**config.mk**
```make
export PLATFORM = sky130hd
export DESIGN_NAME = lc4_pipeline
export DESIGN_NICKNAME = d
export VERILOG_FILES = /design/src/rtl/lc4_pkg.sv /design/src/rtl/pipe_latch.sv /design/src/rtl/lc4_decoder.sv /design/src/rtl/lc4_regfile.sv /design/src/rtl/lc4_alu.sv /design/src/rtl/hazard_unit.sv /design/src/rtl/lc4_pipeline.sv
export SDC_FILE = /design/constraint.sdc
export NUM_CORES = 1
export LEC_CHECK = 0
export ABC_AREA = 0
export BUFFER_PORTS_ARGS = -buffer_cell sky130_fd_sc_hd__buf_2
export CORE_AREA = 5 5 201 203
export CTS_CLUSTER_SIZE = 8
export DETAILED_ROUTE_END_ITERATION = 6
export DIE_AREA = 0 0 206 208
export PLACE_DENSITY = 0.77
export SYNTH_ARGS = -nofsm -noshare
export SYNTH_HDL_FRONTEND = slang
export SYNTH_SLANG_ARGS = --single-unit
```
**constraint.sdc**
```tcl
create_clock -name gwe -period 8.8 [get_ports gwe]
set_clock_uncertainty 0.15 [all_clocks]
set_input_delay 0.88 -clock gwe [delete_from_list [all_inputs] [get_ports gwe]]
set_output_delay 0.88 -clock gwe [all_outputs]
set_load 0.05 [all_outputs]
```
**src/rtl/lc4_pkg.sv**
```systemverilog
/* LC4 subset types, opcodes and stage payloads.
   Only ADD/SUB/AND, CONST, LDR, STR and BR are decoded. Every other opcode is a NOP */
`default_nettype none

package lc4_pkg;

   typedef logic [15:0] word_t;
   typedef logic [2:0]  reg_sel_t;
   // Negative, zero, positive from the top bit down
   typedef logic [2:0]  nzp_t;
   typedef logic [1:0]  stall_t;

   localparam stall_t STALL_NONE  = 2'd0;
   localparam stall_t STALL_FLUSH = 2'd2;
   localparam stall_t STALL_LOAD  = 2'd3;

   localparam word_t RESET_PC_DEFAULT = 16'h8200;

   // Instruction bits 15:12
   localparam logic [3:0] OP_BR    = 4'b0000;
   localparam logic [3:0] OP_ARITH = 4'b0001;
   localparam logic [3:0] OP_LOGIC = 4'b0101;
   localparam logic [3:0] OP_LDR   = 4'b0110;
   localparam logic [3:0] OP_STR   = 4'b0111;
   localparam logic [3:0] OP_CONST = 4'b1001;

   // Operand bypass sources
   localparam logic [1:0] FWD_REG = 2'd0;
   localparam logic [1:0] FWD_M   = 2'd1;
   localparam logic [1:0] FWD_W   = 2'd2;

   typedef struct packed {
      reg_sel_t r1sel;
      reg_sel_t r2sel;
      reg_sel_t wsel;
      logic     r1re;
      logic     r2re;
      logic     regfile_we;
      logic     nzp_we;
      logic     is_load;
      logic     is_store;
      logic     is_branch;
   } ctrl_t;

   typedef struct packed {
      word_t  pc;
      word_t  insn;
      stall_t stall;
   } fd_t;

   typedef struct packed {
      word_t  pc;
      word_t  insn;
      ctrl_t  ctrl;
      word_t  rs;
      word_t  rt;
      stall_t stall;
   } dx_t;

   typedef struct packed {
      word_t  pc;
      word_t  insn;
      ctrl_t  ctrl;
      word_t  alu;
      word_t  rt;
      stall_t stall;
   } xm_t;

   typedef struct packed {
      word_t  pc;
      word_t  insn;
      ctrl_t  ctrl;
      word_t  result;
      word_t  dmem_addr;
      word_t  dmem_data;
      nzp_t   nzp;
      stall_t stall;
   } mw_t;

   // Bubbles carry no enables and trace as a flush
   localparam fd_t FD_BUBBLE = '{pc: '0, insn: '0, stall: STALL_FLUSH};
   localparam dx_t DX_BUBBLE = '{pc: '0, insn: '0, ctrl: '0, rs: '0, rt: '0,
                                 stall: STALL_FLUSH};
   localparam xm_t XM_BUBBLE = '{pc: '0, insn: '0, ctrl: '0, alu: '0, rt: '0,
                                 stall: STALL_FLUSH};
   localparam mw_t MW_BUBBLE = '{pc: '0, insn: '0, ctrl: '0, result: '0, dmem_addr: '0,
                                 dmem_data: '0, nzp: '0, stall: STALL_FLUSH};

endpackage

`default_nettype wire

```
**src/rtl/pipe_latch.sv**
```systemverilog
/* Pipeline stage register for any packed payload.
   Bubble and reset both load BUBBLE. Hold and bubble must not be raised together */
`timescale 1ns/10ps
`default_nettype none

module pipe_latch #(
   parameter type      payload_t = logic [15:0],
   parameter payload_t BUBBLE    = '0
) (
   input  logic     gwe,
   input  logic     i_reset,
   input  logic     i_hold,
   input  logic     i_bubble,
   input  payload_t i_payload,
   output payload_t o_payload
);

   always_ff @(posedge gwe) begin
      if (i_reset || i_bubble) begin
         o_payload <= BUBBLE;
      end else if (!i_hold) begin
         o_payload <= i_payload;
      end
   end

   // Stall and flush come from different X-stage instruction classes
   a_hold_bubble_excl: assert property (
      @(posedge gwe) disable iff (i_reset) !(i_hold && i_bubble))
      else $error("stage latch held and bubbled in the same cycle");

endmodule

`default_nettype wire

```
**src/rtl/lc4_decoder.sv**
```systemverilog
/* Control decode for the kept LC4 subset.
   MUL, DIV, OR, NOT, XOR and every dropped opcode come out as a NOP */
`timescale 1ns/10ps
`default_nettype none

module lc4_decoder import lc4_pkg::*; (
   input  word_t i_insn,
   output ctrl_t o_ctrl
);

   logic [3:0] opcode;
   logic       imm_form;
   logic       arith_ok;
   logic       logic_ok;

   assign opcode   = i_insn[15:12];
   assign imm_form = i_insn[5];

   // ADD, SUB and ADD-immediate
   assign arith_ok = imm_form || (i_insn[5:3] == 3'b000) || (i_insn[5:3] == 3'b010);
   // AND and AND-immediate
   assign logic_ok = imm_form || (i_insn[5:3] == 3'b000);

   always_comb begin
      o_ctrl       = '0;
      o_ctrl.r1sel = i_insn[8:6];
      o_ctrl.r2sel = i_insn[2:0];
      o_ctrl.wsel  = i_insn[11:9];
      case (opcode)
         OP_ARITH, OP_LOGIC: begin
            if ((opcode == OP_ARITH) ? arith_ok : logic_ok) begin
               o_ctrl.r1re       = 1'b1;
               o_ctrl.r2re       = !imm_form;
               o_ctrl.regfile_we = 1'b1;
               o_ctrl.nzp_we     = 1'b1;
            end
         end
         OP_LDR: begin
            o_ctrl.r1re       = 1'b1;
            o_ctrl.regfile_we = 1'b1;
            o_ctrl.nzp_we     = 1'b1;
            o_ctrl.is_load    = 1'b1;
         end
         OP_STR: begin
            // Base on r1, data register on r2
            o_ctrl.r1re     = 1'b1;
            o_ctrl.r2re     = 1'b1;
            o_ctrl.r2sel    = i_insn[11:9];
            o_ctrl.is_store = 1'b1;
         end
         OP_CONST: begin
            o_ctrl.regfile_we = 1'b1;
            o_ctrl.nzp_we     = 1'b1;
         end
         OP_BR: begin
            o_ctrl.is_branch = 1'b1;
         end
         default: begin
            o_ctrl.is_branch = 1'b0;
         end
      endcase
   end

endmodule

`default_nettype wire

```
**src/rtl/lc4_regfile.sv**
```systemverilog
/* Eight 16-bit registers, two combinational reads, one write at the clock edge.
   A read of the register being written returns the new value */
`timescale 1ns/10ps
`default_nettype none

module lc4_regfile import lc4_pkg::*; (
   input  logic     gwe,
   input  logic     i_reset,
   input  reg_sel_t i_rs,
   input  reg_sel_t i_rt,
   input  reg_sel_t i_rd,
   input  word_t    i_wdata,
   input  logic     i_rd_we,
   output word_t    o_rs_data,
   output word_t    o_rt_data
);

   word_t regs [0:7];

   always_ff @(posedge gwe) begin
      if (i_reset) begin
         for (int i = 0; i < 8; i++) begin
            regs[i] <= '0;
         end
      end else if (i_rd_we) begin
         regs[i_rd] <= i_wdata;
      end
   end

   // Write-through gives the W to D bypass
   assign o_rs_data = (i_rd_we && (i_rd == i_rs)) ? i_wdata : regs[i_rs];
   assign o_rt_data = (i_rd_we && (i_rd == i_rt)) ? i_wdata : regs[i_rt];

   // Write select comes down the whole pipe from the decoder
   a_rd_known: assert property (
      @(posedge gwe) disable iff (i_reset) i_rd_we |-> !$isunknown(i_rd))
      else $error("register write with unknown destination");

endmodule

`default_nettype wire

```
**src/rtl/lc4_alu.sv**
```systemverilog
/* Execute-stage result for the kept LC4 subset, with a plain adder.
   Undecoded opcodes give zero */
`timescale 1ns/10ps
`default_nettype none

module lc4_alu import lc4_pkg::*; (
   input  word_t i_insn,
   input  word_t i_pc,
   input  word_t i_r1data,
   input  word_t i_r2data,
   output word_t o_result
);

   word_t imm5;
   word_t imm6;
   word_t imm9;

   assign imm5 = {{11{i_insn[4]}}, i_insn[4:0]};
   assign imm6 = {{10{i_insn[5]}}, i_insn[5:0]};
   assign imm9 = {{7{i_insn[8]}}, i_insn[8:0]};

   always_comb begin
      case (i_insn[15:12])
         OP_ARITH: begin
            if (i_insn[5]) begin
               o_result = i_r1data + imm5;
            end else if (i_insn[4]) begin
               o_result = i_r1data - i_r2data;
            end else begin
               o_result = i_r1data + i_r2data;
            end
         end
         OP_LOGIC: begin
            o_result = i_r1data & (i_insn[5] ? imm5 : i_r2data);
         end
         // Effective address
         OP_LDR, OP_STR: o_result = i_r1data + imm6;
         OP_CONST:       o_result = imm9;
         // Branch target
         OP_BR:          o_result = i_pc + 16'd1 + imm9;
         default:        o_result = '0;
      endcase
   end

endmodule

`default_nettype wire

```
**src/rtl/hazard_unit.sv**
```systemverilog
/* Bypass selects, load-use stall and branch flush for the five-stage pipe.
   Loads in M are not bypassed to X; the load-use stall or W to M covers them */
`timescale 1ns/10ps
`default_nettype none

module hazard_unit import lc4_pkg::*; (
   input  logic       gwe,
   input  logic       i_reset,
   input  ctrl_t      i_d_ctrl,
   input  ctrl_t      i_x_ctrl,
   input  ctrl_t      i_m_ctrl,
   input  ctrl_t      i_w_ctrl,
   input  logic       i_branch_taken,
   output logic       o_stall_load,
   output logic       o_flush,
   output logic [1:0] o_fwd_rs,
   output logic [1:0] o_fwd_rt,
   output logic       o_fwd_store,
   output logic       o_nzp_from_m
);

   logic m_fwd_ok;
   logic w_fwd_ok;

   // Pick the youngest ready writer of a register
   function automatic logic [1:0] fwd_pick(input reg_sel_t sel, input ctrl_t m_ctrl,
                                           input ctrl_t w_ctrl, input logic m_ok,
                                           input logic w_ok);
      if (m_ok && (m_ctrl.wsel == sel)) begin
         return FWD_M;
      end else if (w_ok && (w_ctrl.wsel == sel)) begin
         return FWD_W;
      end
      return FWD_REG;
   endfunction

   assign m_fwd_ok = i_m_ctrl.regfile_we && !i_m_ctrl.is_load;
   assign w_fwd_ok = i_w_ctrl.regfile_we;

   assign o_fwd_rs = fwd_pick(i_x_ctrl.r1sel, i_m_ctrl, i_w_ctrl, m_fwd_ok, w_fwd_ok);
   assign o_fwd_rt = fwd_pick(i_x_ctrl.r2sel, i_m_ctrl, i_w_ctrl, m_fwd_ok, w_fwd_ok);

   // Store data of a just-loaded register
   assign o_fwd_store = w_fwd_ok && i_m_ctrl.is_store && (i_w_ctrl.wsel == i_m_ctrl.r2sel);

   assign o_stall_load = i_x_ctrl.is_load &&
      ((i_d_ctrl.r1re && (i_d_ctrl.r1sel == i_x_ctrl.wsel)) ||
       (i_d_ctrl.r2re && !i_d_ctrl.is_store && (i_d_ctrl.r2sel == i_x_ctrl.wsel)));

   assign o_flush      = i_branch_taken;
   assign o_nzp_from_m = i_m_ctrl.nzp_we;

   // X holds a load or a branch, never both, so flush never meets a stall
   a_flush_stall_excl: assert property (
      @(posedge gwe) disable iff (i_reset) !(o_flush && o_stall_load))
      else $error("branch flush and load-use stall in the same cycle");

endmodule

`default_nettype wire

```
**src/rtl/lc4_pipeline.sv**
```systemverilog
/* Five-stage LC4 subset pipeline. Both memories read combinationally.
   Branches resolve in X and flush two slots; the trace port reports W every cycle */
`timescale 1ns/10ps
`default_nettype none

module lc4_pipeline import lc4_pkg::*; #(
   parameter word_t RESET_PC = RESET_PC_DEFAULT
) (
   input  logic     gwe,
   input  logic     i_reset,
   output word_t    o_cur_pc,
   input  word_t    i_cur_insn,
   output word_t    o_dmem_addr,
   input  word_t    i_cur_dmem_data,
   output logic     o_dmem_we,
   output word_t    o_dmem_towrite,
   output stall_t   o_test_stall,
   output word_t    o_test_cur_pc,
   output word_t    o_test_cur_insn,
   output logic     o_test_regfile_we,
   output reg_sel_t o_test_regfile_wsel,
   output word_t    o_test_regfile_data,
   output logic     o_test_nzp_we,
   output nzp_t     o_test_nzp_new_bits,
   output logic     o_test_dmem_we,
   output word_t    o_test_dmem_addr,
   output word_t    o_test_dmem_data
);

   word_t      pc;
   nzp_t       nzp_reg;
   fd_t        fd_next, fd_q;
   dx_t        dx_next, dx_q;
   xm_t        xm_next, xm_q;
   mw_t        mw_next, mw_q;
   ctrl_t      d_ctrl;
   word_t      d_rs_data, d_rt_data;
   word_t      x_rs, x_rt, x_alu;
   nzp_t       branch_nzp;
   logic       branch_taken;
   word_t      m_store_data, m_result, m_load_data;
   nzp_t       m_nzp;
   logic       stall_load, flush, fwd_store, nzp_from_m;
   logic [1:0] fwd_rs, fwd_rt;

   function automatic word_t bypass(input logic [1:0] sel, input word_t reg_val,
                                    input word_t m_val, input word_t w_val);
      case (sel)
         FWD_M:   return m_val;
         FWD_W:   return w_val;
         default: return reg_val;
      endcase
   endfunction

   // Fetch
   always_ff @(posedge gwe) begin
      if (i_reset) begin
         pc <= RESET_PC;
      end else if (flush) begin
         pc <= x_alu;
      end else if (!stall_load) begin
         pc <= pc + 16'd1;
      end
   end

   assign o_cur_pc = pc;
   assign fd_next  = '{pc: pc, insn: i_cur_insn, stall: STALL_NONE};

   pipe_latch #(.payload_t(fd_t), .BUBBLE(FD_BUBBLE)) u_fd_latch (
      .gwe(gwe), .i_reset(i_reset), .i_hold(stall_load), .i_bubble(flush),
      .i_payload(fd_next), .o_payload(fd_q));

   // Decode
   lc4_decoder u_decoder (.i_insn(fd_q.insn), .o_ctrl(d_ctrl));

   lc4_regfile u_regfile (
      .gwe(gwe), .i_reset(i_reset), .i_rs(d_ctrl.r1sel), .i_rt(d_ctrl.r2sel),
      .i_rd(mw_q.ctrl.wsel), .i_wdata(mw_q.result), .i_rd_we(mw_q.ctrl.regfile_we),
      .o_rs_data(d_rs_data), .o_rt_data(d_rt_data));

   always_comb begin
      dx_next = '{pc: fd_q.pc, insn: fd_q.insn, ctrl: d_ctrl, rs: d_rs_data,
                  rt: d_rt_data, stall: fd_q.stall};
      // Load-use bubble goes into X while D waits a cycle
      if (stall_load) begin
         dx_next       = DX_BUBBLE;
         dx_next.stall = STALL_LOAD;
      end
   end

   pipe_latch #(.payload_t(dx_t), .BUBBLE(DX_BUBBLE)) u_dx_latch (
      .gwe(gwe), .i_reset(i_reset), .i_hold(1'b0), .i_bubble(flush),
      .i_payload(dx_next), .o_payload(dx_q));

   // Execute
   assign x_rs = bypass(fwd_rs, dx_q.rs, xm_q.alu, mw_q.result);
   assign x_rt = bypass(fwd_rt, dx_q.rt, xm_q.alu, mw_q.result);

   lc4_alu u_alu (
      .i_insn(dx_q.insn), .i_pc(dx_q.pc), .i_r1data(x_rs), .i_r2data(x_rt),
      .o_result(x_alu));

   // Condition codes of the nearest older writer
   assign branch_nzp   = nzp_from_m ? m_nzp : nzp_reg;
   assign branch_taken = dx_q.ctrl.is_branch && |(branch_nzp & dx_q.insn[11:9]);

   assign xm_next = '{pc: dx_q.pc, insn: dx_q.insn, ctrl: dx_q.ctrl, alu: x_alu,
                      rt: x_rt, stall: dx_q.stall};

   pipe_latch #(.payload_t(xm_t), .BUBBLE(XM_BUBBLE)) u_xm_latch (
      .gwe(gwe), .i_reset(i_reset), .i_hold(1'b0), .i_bubble(1'b0),
      .i_payload(xm_next), .o_payload(xm_q));

   hazard_unit u_hazard (
      .gwe(gwe), .i_reset(i_reset), .i_d_ctrl(d_ctrl), .i_x_ctrl(dx_q.ctrl),
      .i_m_ctrl(xm_q.ctrl), .i_w_ctrl(mw_q.ctrl), .i_branch_taken(branch_taken),
      .o_stall_load(stall_load), .o_flush(flush), .o_fwd_rs(fwd_rs), .o_fwd_rt(fwd_rt),
      .o_fwd_store(fwd_store), .o_nzp_from_m(nzp_from_m));

   // Memory
   assign m_store_data = fwd_store ? mw_q.result : xm_q.rt;
   assign m_load_data  = xm_q.ctrl.is_load ? i_cur_dmem_data : '0;
   assign m_result     = xm_q.ctrl.is_load ? i_cur_dmem_data : xm_q.alu;
   assign m_nzp        = {m_result[15], m_result == '0, !m_result[15] && (m_result != '0)};

   assign o_dmem_we      = xm_q.ctrl.is_store;
   assign o_dmem_addr    = (xm_q.ctrl.is_load || xm_q.ctrl.is_store) ? xm_q.alu : '0;
   assign o_dmem_towrite = xm_q.ctrl.is_store ? m_store_data : '0;

   always_ff @(posedge gwe) begin
      if (i_reset) begin
         nzp_reg <= '0;
      end else if (xm_q.ctrl.nzp_we) begin
         nzp_reg <= m_nzp;
      end
   end

   assign mw_next = '{pc: xm_q.pc, insn: xm_q.insn, ctrl: xm_q.ctrl, result: m_result,
                      dmem_addr: o_dmem_addr,
                      dmem_data: xm_q.ctrl.is_store ? m_store_data : m_load_data,
                      nzp: xm_q.ctrl.nzp_we ? m_nzp : '0, stall: xm_q.stall};

   pipe_latch #(.payload_t(mw_t), .BUBBLE(MW_BUBBLE)) u_mw_latch (
      .gwe(gwe), .i_reset(i_reset), .i_hold(1'b0), .i_bubble(1'b0),
      .i_payload(mw_next), .o_payload(mw_q));

   // Writeback trace
   assign o_test_stall        = mw_q.stall;
   assign o_test_cur_pc       = mw_q.pc;
   assign o_test_cur_insn     = mw_q.insn;
   assign o_test_regfile_we   = mw_q.ctrl.regfile_we;
   assign o_test_regfile_wsel = mw_q.ctrl.wsel;
   assign o_test_regfile_data = mw_q.ctrl.regfile_we ? mw_q.result : '0;
   assign o_test_nzp_we       = mw_q.ctrl.nzp_we;
   assign o_test_nzp_new_bits = mw_q.nzp;
   assign o_test_dmem_we      = mw_q.ctrl.is_store;
   assign o_test_dmem_addr    = mw_q.dmem_addr;
   assign o_test_dmem_data    = mw_q.dmem_data;

endmodule

`default_nettype wire

```
## Yosys cells after proc, flatten, opt, wreduce, memory -nomap -nowiden

Memories as Yosys holds them, arrays and structs flattened. A register that Yosys moved wholly into a read port is not among the register bits.
Cells that the tools add are included.

| word-level totals | value |
|---|---|
| bits in latches | 0 |
| memory bits (read-only) | 0 |
| input port bits | 34 |
| flip-flop bits (word level) | 267 |
| bits in writable memories | 128 |
| memories kept | 1 |
| output and inout port bits | 140 |

| cells by class | value |
|---|---|
| shift operators | 0 |
| multiply operators | 0 |
| equality and inequality tests | 23 |
| mux-type cells | 44 |
| magnitude comparators | 0 |
| reductions and logical operators | 35 |
| bitwise logic cells | 3 |
| div/mod/pow operators | 0 |
| $add $sub $neg | 7 |

Memory list:

| memory | words | width | rd ports | clocked after memory_dff | write ports | line | source |
|---|---|---|---|---|---|---|---|
| u_regfile.regs | 8 | 16 | 2 | 2 | 8 | lc4_regfile.sv:18 | `word_t regs [0:7];` |

Operators by type and width:

| kind | count |
|---|---|
| $mux W16 | 13 |
| $pmux W16 S5 | 1 |
| $add A16 B16 Y16 | 4 |
| $pmux W16 S2 | 2 |
| $add A16 B1 Y16 const B | 2 |
| $eq A4 B3 Y1 const B | 6 |
| $eq A3 B3 Y1 | 7 |
| $and A16 B16 Y16 | 1 |
| $logic_not A16 Y1 | 1 |
| $reduce_bool A16 Y1 | 1 |
| $reduce_or A16 Y1 | 1 |
| $sub A16 B16 Y16 | 1 |
| $mux W1 | 15 |
| $logic_and A1 B1 Y1 | 13 |
| $mux W2 | 6 |
| $reduce_or A2 Y1 | 6 |
| $mux W3 | 3 |
| $eq A4 B1 Y1 const B | 2 |
| $eq A4 B4 Y1 const B | 2 |
| $logic_not A4 Y1 | 2 |
| $logic_or A1 B1 Y1 | 5 |
| $eq A2 B1 Y1 const B | 2 |
| $eq A2 B2 Y1 const B | 2 |
| $logic_not A1 Y1 | 4 |
| other kinds (9) | 10 |

## Depth between registers and ports, before layout

Gate-level depths: netlist of the first run.

| depth | value |
|---|---|
| depth after elaboration | 12 |
| depth in mapped cells | 31 |
| mapped depth without buffers | 28 |

## Cells and area by module

Synthesis of the first run repeated with hierarchy kept, for this count alone.

| second synthesis, totals | value |
|---|---|
| cells, all modules | 2375 |
| area total of the unflattened synthesis | 25032.8 sq um |

Modules (own cells, without submodules):

| module | times used | sequential area each (sq um) | area an instance (sq um) | cells an instance |
|---|---|---|---|---|
| lc4_regfile | 1 | 3843.7 | 7453.4 | 445 |
| pipe_latch (u_dx_latch ...) | 2 | 1641.6 | 3031.7 | 265 |
| pipe_latch (u_mw_latch) | 1 | 2021.9 | 3676.0 | 326 |
| lc4_pipeline | 1 | 380.4 | 3298.2 | 476 |
| lc4_alu | 1 | 0.0 | 2831.5 | 425 |
| pipe_latch (u_fd_latch) | 1 | 680.7 | 1242.4 | 111 |
| hazard_unit | 1 | 0.0 | 286.5 | 36 |
| lc4_decoder | 1 | 0.0 | 181.4 | 26 |

## Worst setup path after synthesis of the first run

No wires, ideal clock.

| timing path | value |
|---|---|
| path type | reg2reg |
| start point | register u_mw_latch.o_payload[56] (netlist name) |
| end point | register pc[14], in the netlist o_cur_pc[14] |
| data required time | 8.513 ns |
| arrival | 5.915 ns |
| setup slack | 2.598 ns |
| stages on the path, launching flop included | 30 |
| setup time | 0.137 ns |
| clock period less this slack | 6.202 ns |
| cells stage by stage | dfxtp_1 -> clkbuf_1 -> clkbuf_1 -> and2_1 -> a32oi_1 -> nor2_1 -> a21oi_1 -> ha_1 -> inv_1 -> mux2_2 -> ha_1 -> inv_1 -> nor2_1 -> o21ai_0 -> a21oi_1 -> a211oi_1 -> xnor2_1 -> o21ai_0 -> ha_1 -> inv_1 -> o21bai_1 -> a21oi_1 -> o21bai_1 -> a211o_1 -> a2111oi_0 -> nor3_1 -> a31o_2 -> xor2_1 -> a221oi_1 -> a211oi_1 |

RTL lines:

| what | line | source |
|---|---|---|
| to (signal assigned) | lc4_pipeline.sv:60 | `pc <= x_alu;` |
| to (signal assigned) | lc4_pipeline.sv:62 | `pc <= pc + 16'd1;` |
| to (decl) | lc4_pipeline.sv:30 | `word_t pc;` |

==> results of run 1 <==
## metrics by stage
step,instances,setup WS [ns]
floorplan,1994,2.60
global placement,2493,2.16
detailed placement,2493,1.98
CTS,2574,1.94
global route,2574,1.39
finish,2574,1.87
## critical path: cells and delay by family (launching register included)
family | cells | cell delay, ns
xor gates and xnor gates | 3 | 1.16
adders and majority gates | 2 | 0.81
muxes | 2 | 0.75
DFF | 1 | 0.47
and+or+nand+nor | 5 | 0.86
AOI/OAI and AO/OA | 10 | 2.63
## kinds of logic (layout without fill, tap and decap cells)
family / Yosys count / count (layout)
buffers and inverters: 254 / 316
adder cells (fa/ha/maj): 35 / 35
AND/OR/NAND/NOR: 707 / 707
flip-flops: 412 / 412
AO/OA/AOI/OAI: 331 / 331
XOR/XNOR: 88 / 88
multiplexers: 167 / 167
## layout make-up
type / instances / area share [%]
sequential: 412 / 41.7
timing repair buffer: 210 / 5.01
clock inverter: 2 / 0.202
inverter: 25 / 0.410
clock buffer: 79 / 6.64
multi-input combinational: 1328 / 43.2
tap: 518 / 2.83
## cell usage in the layout (no fill, tap or decap), types with 5 or more instances in the layout
cell and count:
clkbuf_1 21, and3_1 36, mux2_2 8, or2_2 13, nor4_1 10, a32oi_1 9
buf_2 172, ha_1 33, mux2i_1 88, a21oi_1 67, inv_1 25, and2_1 168
nand2b_1 24, or3_1 6, a221oi_1 6, a31oi_1 20, dfxtp_1 283, nand4_1 6
a22oi_1 5, a21o_1 11, edfxtp_1 128, o21bai_1 6, xnor2_1 54, a211oi_1 45
a22o_1 32, nor2b_1 112, nor2_1 180, nor3_1 26, nand3_1 20, clkbuf_16 57
nand2_1 74, o21ai_0 69, xor2_1 30, buf_4 38, o211ai_1 6, mux4_2 64
## power breakdown
group / total, uW / switching (uW) / leakage [uW] / internal [uW]
Clock: 1960 / 781 / 0.000753 / 1180
Combinational: 597 / 353 / 0.00503 / 244
Sequential: 2100 / 76.5 / 0.00363 / 2030
Total: 4660 / 1210 / 0.00942 / 3450
## metal layers
metal | track usage [%] | vias up
met4 | 9.82 | 0
met3 | 4.42 | 170
met2 | 45.9 | 735
met1 | 34.4 | 7482
li1 | - | 7068
met5 | 0 | -
## worst max-delay path by stage
stage / from / endpoint / cells past startpoint
2_1_floorplan: u_mw_latch.o_payload[56] / o_cur_pc[14] / 29
4_1_cts: u_mw_latch.o_payload[80] / o_cur_pc[15] / 22
3_5_place_dp: u_mw_latch.o_payload[80] / o_cur_pc[15] / 22
6_report: u_mw_latch.o_payload[80] / o_cur_pc[15] / 22
3_3_place_gp: u_xm_latch.o_payload[36] / o_cur_pc[15] / 22
5_1_grt: u_mw_latch.o_payload[80] / o_cur_pc[15] / 23
==> qor.yml, run 1 <==
outcome: "finished, final reports clean"
synth_compound_area_share_pct: 10.9
dieArea_sq_mm: 0.0428
max_freq_mhz: 144
die_h_microns: 208
path_class: "reg2reg"
grt_use_total_pct: 26.9
final_area_sq_mm: 0.0229
setup_viol: 0
drc: 0
yosys-top-cells-area: "dfxtp_1 27%, edfxtp_1 19%, mux4_2 6.9%, and2_1 5.1%, mux2i_1 4.3%"
p_leak_uw: 0.00942
io_buffer_count: 173
yosys.area_share.simple_pct: 18.4
synthCells: 1994
critPathSlowestCell: "xnor2_2"
regArea_sq_mm: 0.00953
start_util_pct: 54.2
synth_edf_count: 128
crit_fanout: 22
ir_worst_vdd_mv: 0.162
io_pins: 174
worstPathRequired_ns: 9.16
worst_setup_path_end_kind: "flip-flop"
period_needed_ns: 6.93
path_cells: "xnor2_2 -> nand4_4 -> a32o_1 -> mux2i_2 -> ha_1 -> nand2_1 -> o21ai_2 -> mux2_2 -> o32ai_4 -> nand2_1 -> xnor2_1 -> o21ai_0 -> ha_1 -> and3_1 -> a211oi_1 -> o21bai_1 -> a21oi_1 -> nor2_1 -> a211oi_1 -> o21ai_0 -> xnor3_1 -> a41oi_1"
fp.dieW_microns: 206
hold_class: "reg2reg"
worst_pin_slew_ns: 1.18
maxCapViolCount: 0
clkSinkCount: 412
netlist.area_leader.share_pct: 27.4
synth.avg_cell_area_sq_um: 10.4
post_cts_buffers: 0
rsz0062_at_grt: "false"
ys_types: 92
wl_microns: 58800
via_per_inst: 6.00
cts_tree: "done"
r2r_start: "u_mw_latch.o_payload[80]"
p_per_area_mw_per_mm2: 204
syn-cell-area_sq_mm: 0.0208
top_regs: "u_regfile.regs x128, u_mw_latch.o_payload x87, u_dx_latch.o_payload x73"
ctsResizeCount: 0
synthFlopType: "dfxtp_1"
grt-ovfl-total: 0
fin_crit_sh_pct: 78.7
cts_hold_buf: 0
drtIter0Drc: 1548
cts_buffers: 57
utilization_pct: 59.8
synth_top_family_by_area: "simple AND/OR/NAND/NOR gates"
wl_per_cell_microns: 22.8
multi_input_area_sq_mm: 0.00989
fillCellCount: 3142
dp_hpwl_microns: 40900
grt_pass1_wl_microns: 89500
min_from: "u_fd_latch.o_payload[1]"
r2r_cells: 22
cts-root-buf: "clkbuf_16"
clk_pin_slew_ns: 0.05
antenna_found_initial: 0
synth_common_cells: "284 x dfxtp_1, 180 x nor2_1, 168 x and2_1"
core_sq_mm: 0.0383
synthMuxAreaShare_pct: 12.1
vias: 15500
reg2reg_slack_ns: 1.87
report.final.slew_viol_count: 0
synthArstFlopShare_pct: 0
r2r_end: "o_cur_pc[15]"
synth_xor_xnor_area_share_pct: 3.89
timing_hold_violations_final: 0
n_antenna_cell: 0
setup_tns_ns: 0
wl_met2_microns: 29000
syn-num-nets: 2063
routed-wl-met3_microns: 4460
largest_reg_flops: 128
top_layer_used: "met4"
nNetsFinal: 2103
synthAdderAreaFrac_pct: 2.18
clock_latency_ns: 0.60
h-tree-depth: 2
yosysSeqAreaShare_pct: 45.9
drive_gt1_share_pct: 18.9
met1Wirelength_microns: 22900
cpPeakStageDelay_ns: 0.62
largest-register: "u_regfile.regs"
total_power_uw: 4660
grt_pass1_vias: 15100
fin_hold_ws_ns: 0.254
ant_nets: 0
synth.most_common_cell: "dfxtp_1"
syn_to_final_growth_pct: 10.2
max_slew_margin_pct: 21.0
cts_buffer_depth: 3
crit_path_start_kind: "flip-flop"
drt-pass1-iter-count: 5
arrival_ns: 7.29
rows: 72
grt_max_degree: 84
synth_area_leader_cell: "dfxtp_1"
min_to: "u_dx_latch.o_payload[1]"
place_congestion: 0.937
ys_ff_latch: 412
post_dp_cell_area_sq_mm: 0.0213
yosysWarnings: 0
hold_depth: 2
Note: power is estimated with default switching activity, not from simulation.
==> run 2: changes to the inputs <==
clock period = 6.57 ns   (was 8.8 ns; I/O delays follow)
==> run 2 against run 1 <==
Combinational power increased by 36%. Power increased by 34%. Die area did not move. Cell count grew 0.43%. Non-clock buffer count rose by 11. Register-to-register slack worse by 1.4 ns. Via count is essentially flat. Setup slack worse by 1.4 ns. Critical path type unchanged. Critical endpoint is now o_cur_pc[14]. Highest routed layer unchanged.
==> qor.yml, run 2 (synthesis results as in run 1) <==
outcome: "finished, final reports clean"
rows: 72
largest-register: "u_regfile.regs"
clkSinkCount: 412
nNetsFinal: 2114
reg2reg_slack_ns: 0.43
wl_per_cell_microns: 22.8
post_cts_buffers: 0
drt-pass1-iter-count: 5
cts-root-buf: "clkbuf_16"
max_slew_margin_pct: 16.3
worstPathRequired_ns: 6.88
ir_worst_vdd_mv: 0.219
worst_setup_path_end_kind: "flip-flop"
fillCellCount: 3097
dieArea_sq_mm: 0.0428
timing_hold_violations_final: 0
arrival_ns: 6.45
grt_pass1_vias: 15400
total_power_uw: 6260
io_buffer_count: 173
r2r_end: "o_cur_pc[14]"
worst_pin_slew_ns: 1.25
core_sq_mm: 0.0383
maxCapViolCount: 0
drc: 0
ant_nets: 0
dp_hpwl_microns: 40900
max_freq_mhz: 163
drive_gt1_share_pct: 19.4
r2r_cells: 27
fp.dieW_microns: 206
grt_pass1_wl_microns: 89400
start_util_pct: 54.2
clock_latency_ns: 0.61
largest_reg_flops: 128
multi_input_area_sq_mm: 0.00990
h-tree-depth: 2
hold_depth: 2
r2r_start: "u_xm_latch.o_payload[59]"
fin_hold_ws_ns: 0.141
die_h_microns: 208
rsz0062_at_grt: "false"
cts_tree: "done"
vias: 15500
critical_path.startpoint: "u_xm_latch.o_payload[59]"
syn_to_final_growth_pct: 10.7
final_area_sq_mm: 0.0230
cts_buffers: 57
cts_buffer_depth: 3
final_cell_mix: "283 x dfxtp_1, 180 x nor2_1, 172 x buf_2"
place_congestion: 0.944
hold_class: "in2reg"
drtIter0Drc: 1300
period_needed_ns: 6.14
report.final.slew_viol_count: 0
min_from: "i_cur_insn[2]"
wl_microns: 59100
min_to: "u_fd_latch.o_payload[4]"
path_class: "reg2reg"
p_leak_uw: 0.00948
grt_use_total_pct: 26.8
p_per_area_mw_per_mm2: 272
crit_path_start_kind: "flip-flop"
fin_crit_sh_pct: 93.5
crit_fanout: 7
top_regs: "u_regfile.regs x128, u_mw_latch.o_payload x87, u_dx_latch.o_payload x73"
n_antenna_cell: 0
clk_pin_slew_ns: 0.05
setup_tns_ns: 0
setup_viol: 0
antenna_found_initial: 2
post_dp_cell_area_sq_mm: 0.0214
regArea_sq_mm: 0.00953
grt-ovfl-total: 0
io_pins: 174
via_per_inst: 5.98
grt_max_degree: 74
layout_commonest_cell: "dfxtp_1"
## run 2: cell types whose count changed in the layout (fill, tap and decap cells not counted), sizes merged
cell	before	now
inv	25	26
clkinv	2	1
buf	210	221
## run 2: per-layer routing
metal,wire length [microns],GRT usage [%],vias up
li1,-,-,7076
met1,22200,33.0,7482
met2,29200,45.4,745
met3,5150,6.15,158
met4,2500,10.6,0
met5,0,0.230,-
## run 2: worst max-delay path by stage
stage / endpoint / slack, ns / cells past startpoint
2_1_floorplan: o_cur_pc[14] / 0.37 / 29
3_3_place_gp: o_cur_pc[14] / 0.67 / 27
3_5_place_dp: o_cur_pc[14] / 0.57 / 27
4_1_cts: o_cur_pc[14] / 0.56 / 27
5_1_grt: o_cur_pc[15] / 0.03 / 24
6_report: o_cur_pc[14] / 0.43 / 27
## run 2: area by class of cell
cell class / count / area share, %
multi-input cells: 1328 / 43.1
flip-flops and latches: 412 / 41.5
clock buffers: 79 / 6.70
repair buffers: 221 / 5.35
well taps: 518 / 2.82
inverters: 25 / 0.408
clock inverters: 2 / 0.158
## run 2: stage by stage
| stage | worst slack [ns] | instances | utilization [%] |
|---|---|---|---|
| detailed placement | 0.571 | 2504 | 55.9 |
| global route | 0.0350 | 2585 | 60.0 |
| floorplan | 0.368 | 1994 | - |
| CTS | 0.563 | 2585 | 60.0 |
| finish | 0.429 | 2585 | 60.0 |
| global placement | 0.666 | 2504 | 55.9 |
## run 2: worst max-delay path, cell delays in order (launching register included)
cell and delay, ns:
dfxtp_1 0.34, xor2_1 0.20, or4_1 0.61, mux2i_2 0.18, buf_4 0.16, ha_1 0.29, inv_1 0.06, mux2_2 0.26
ha_1 0.24, inv_1 0.14, nor2_1 0.05, o21ai_0 0.09, a21oi_1 0.10, a211oi_1 0.26, xnor2_1 0.15, o21ai_0 0.10
ha_1 0.34, inv_1 0.07, o21bai_1 0.07, a21oi_1 0.23, o21bai_1 0.12, a211o_1 0.34, a2111oi_0 0.41, nor3_1 0.15
a31o_2 0.27, xor2_1 0.13, a221oi_1 0.36, a211oi_1 0.13
## run 2: timing repair
item / in CTS / in global routing
endpoints found under the setup margin: 0 / 2
resized for setup: 0 / 1
hold buffers: 0 / 0
## run 2: report_power, final
| part | internal (uW) | total, uW | switching, uW |
|---|---|---|---|
| Clock | 1590 | 2630 | 1040 |
| Combinational | 334 | 811 | 477 |
| Sequential | 2720 | 2820 | 99.7 |
| Total | 4640 | 6260 | 1620 |
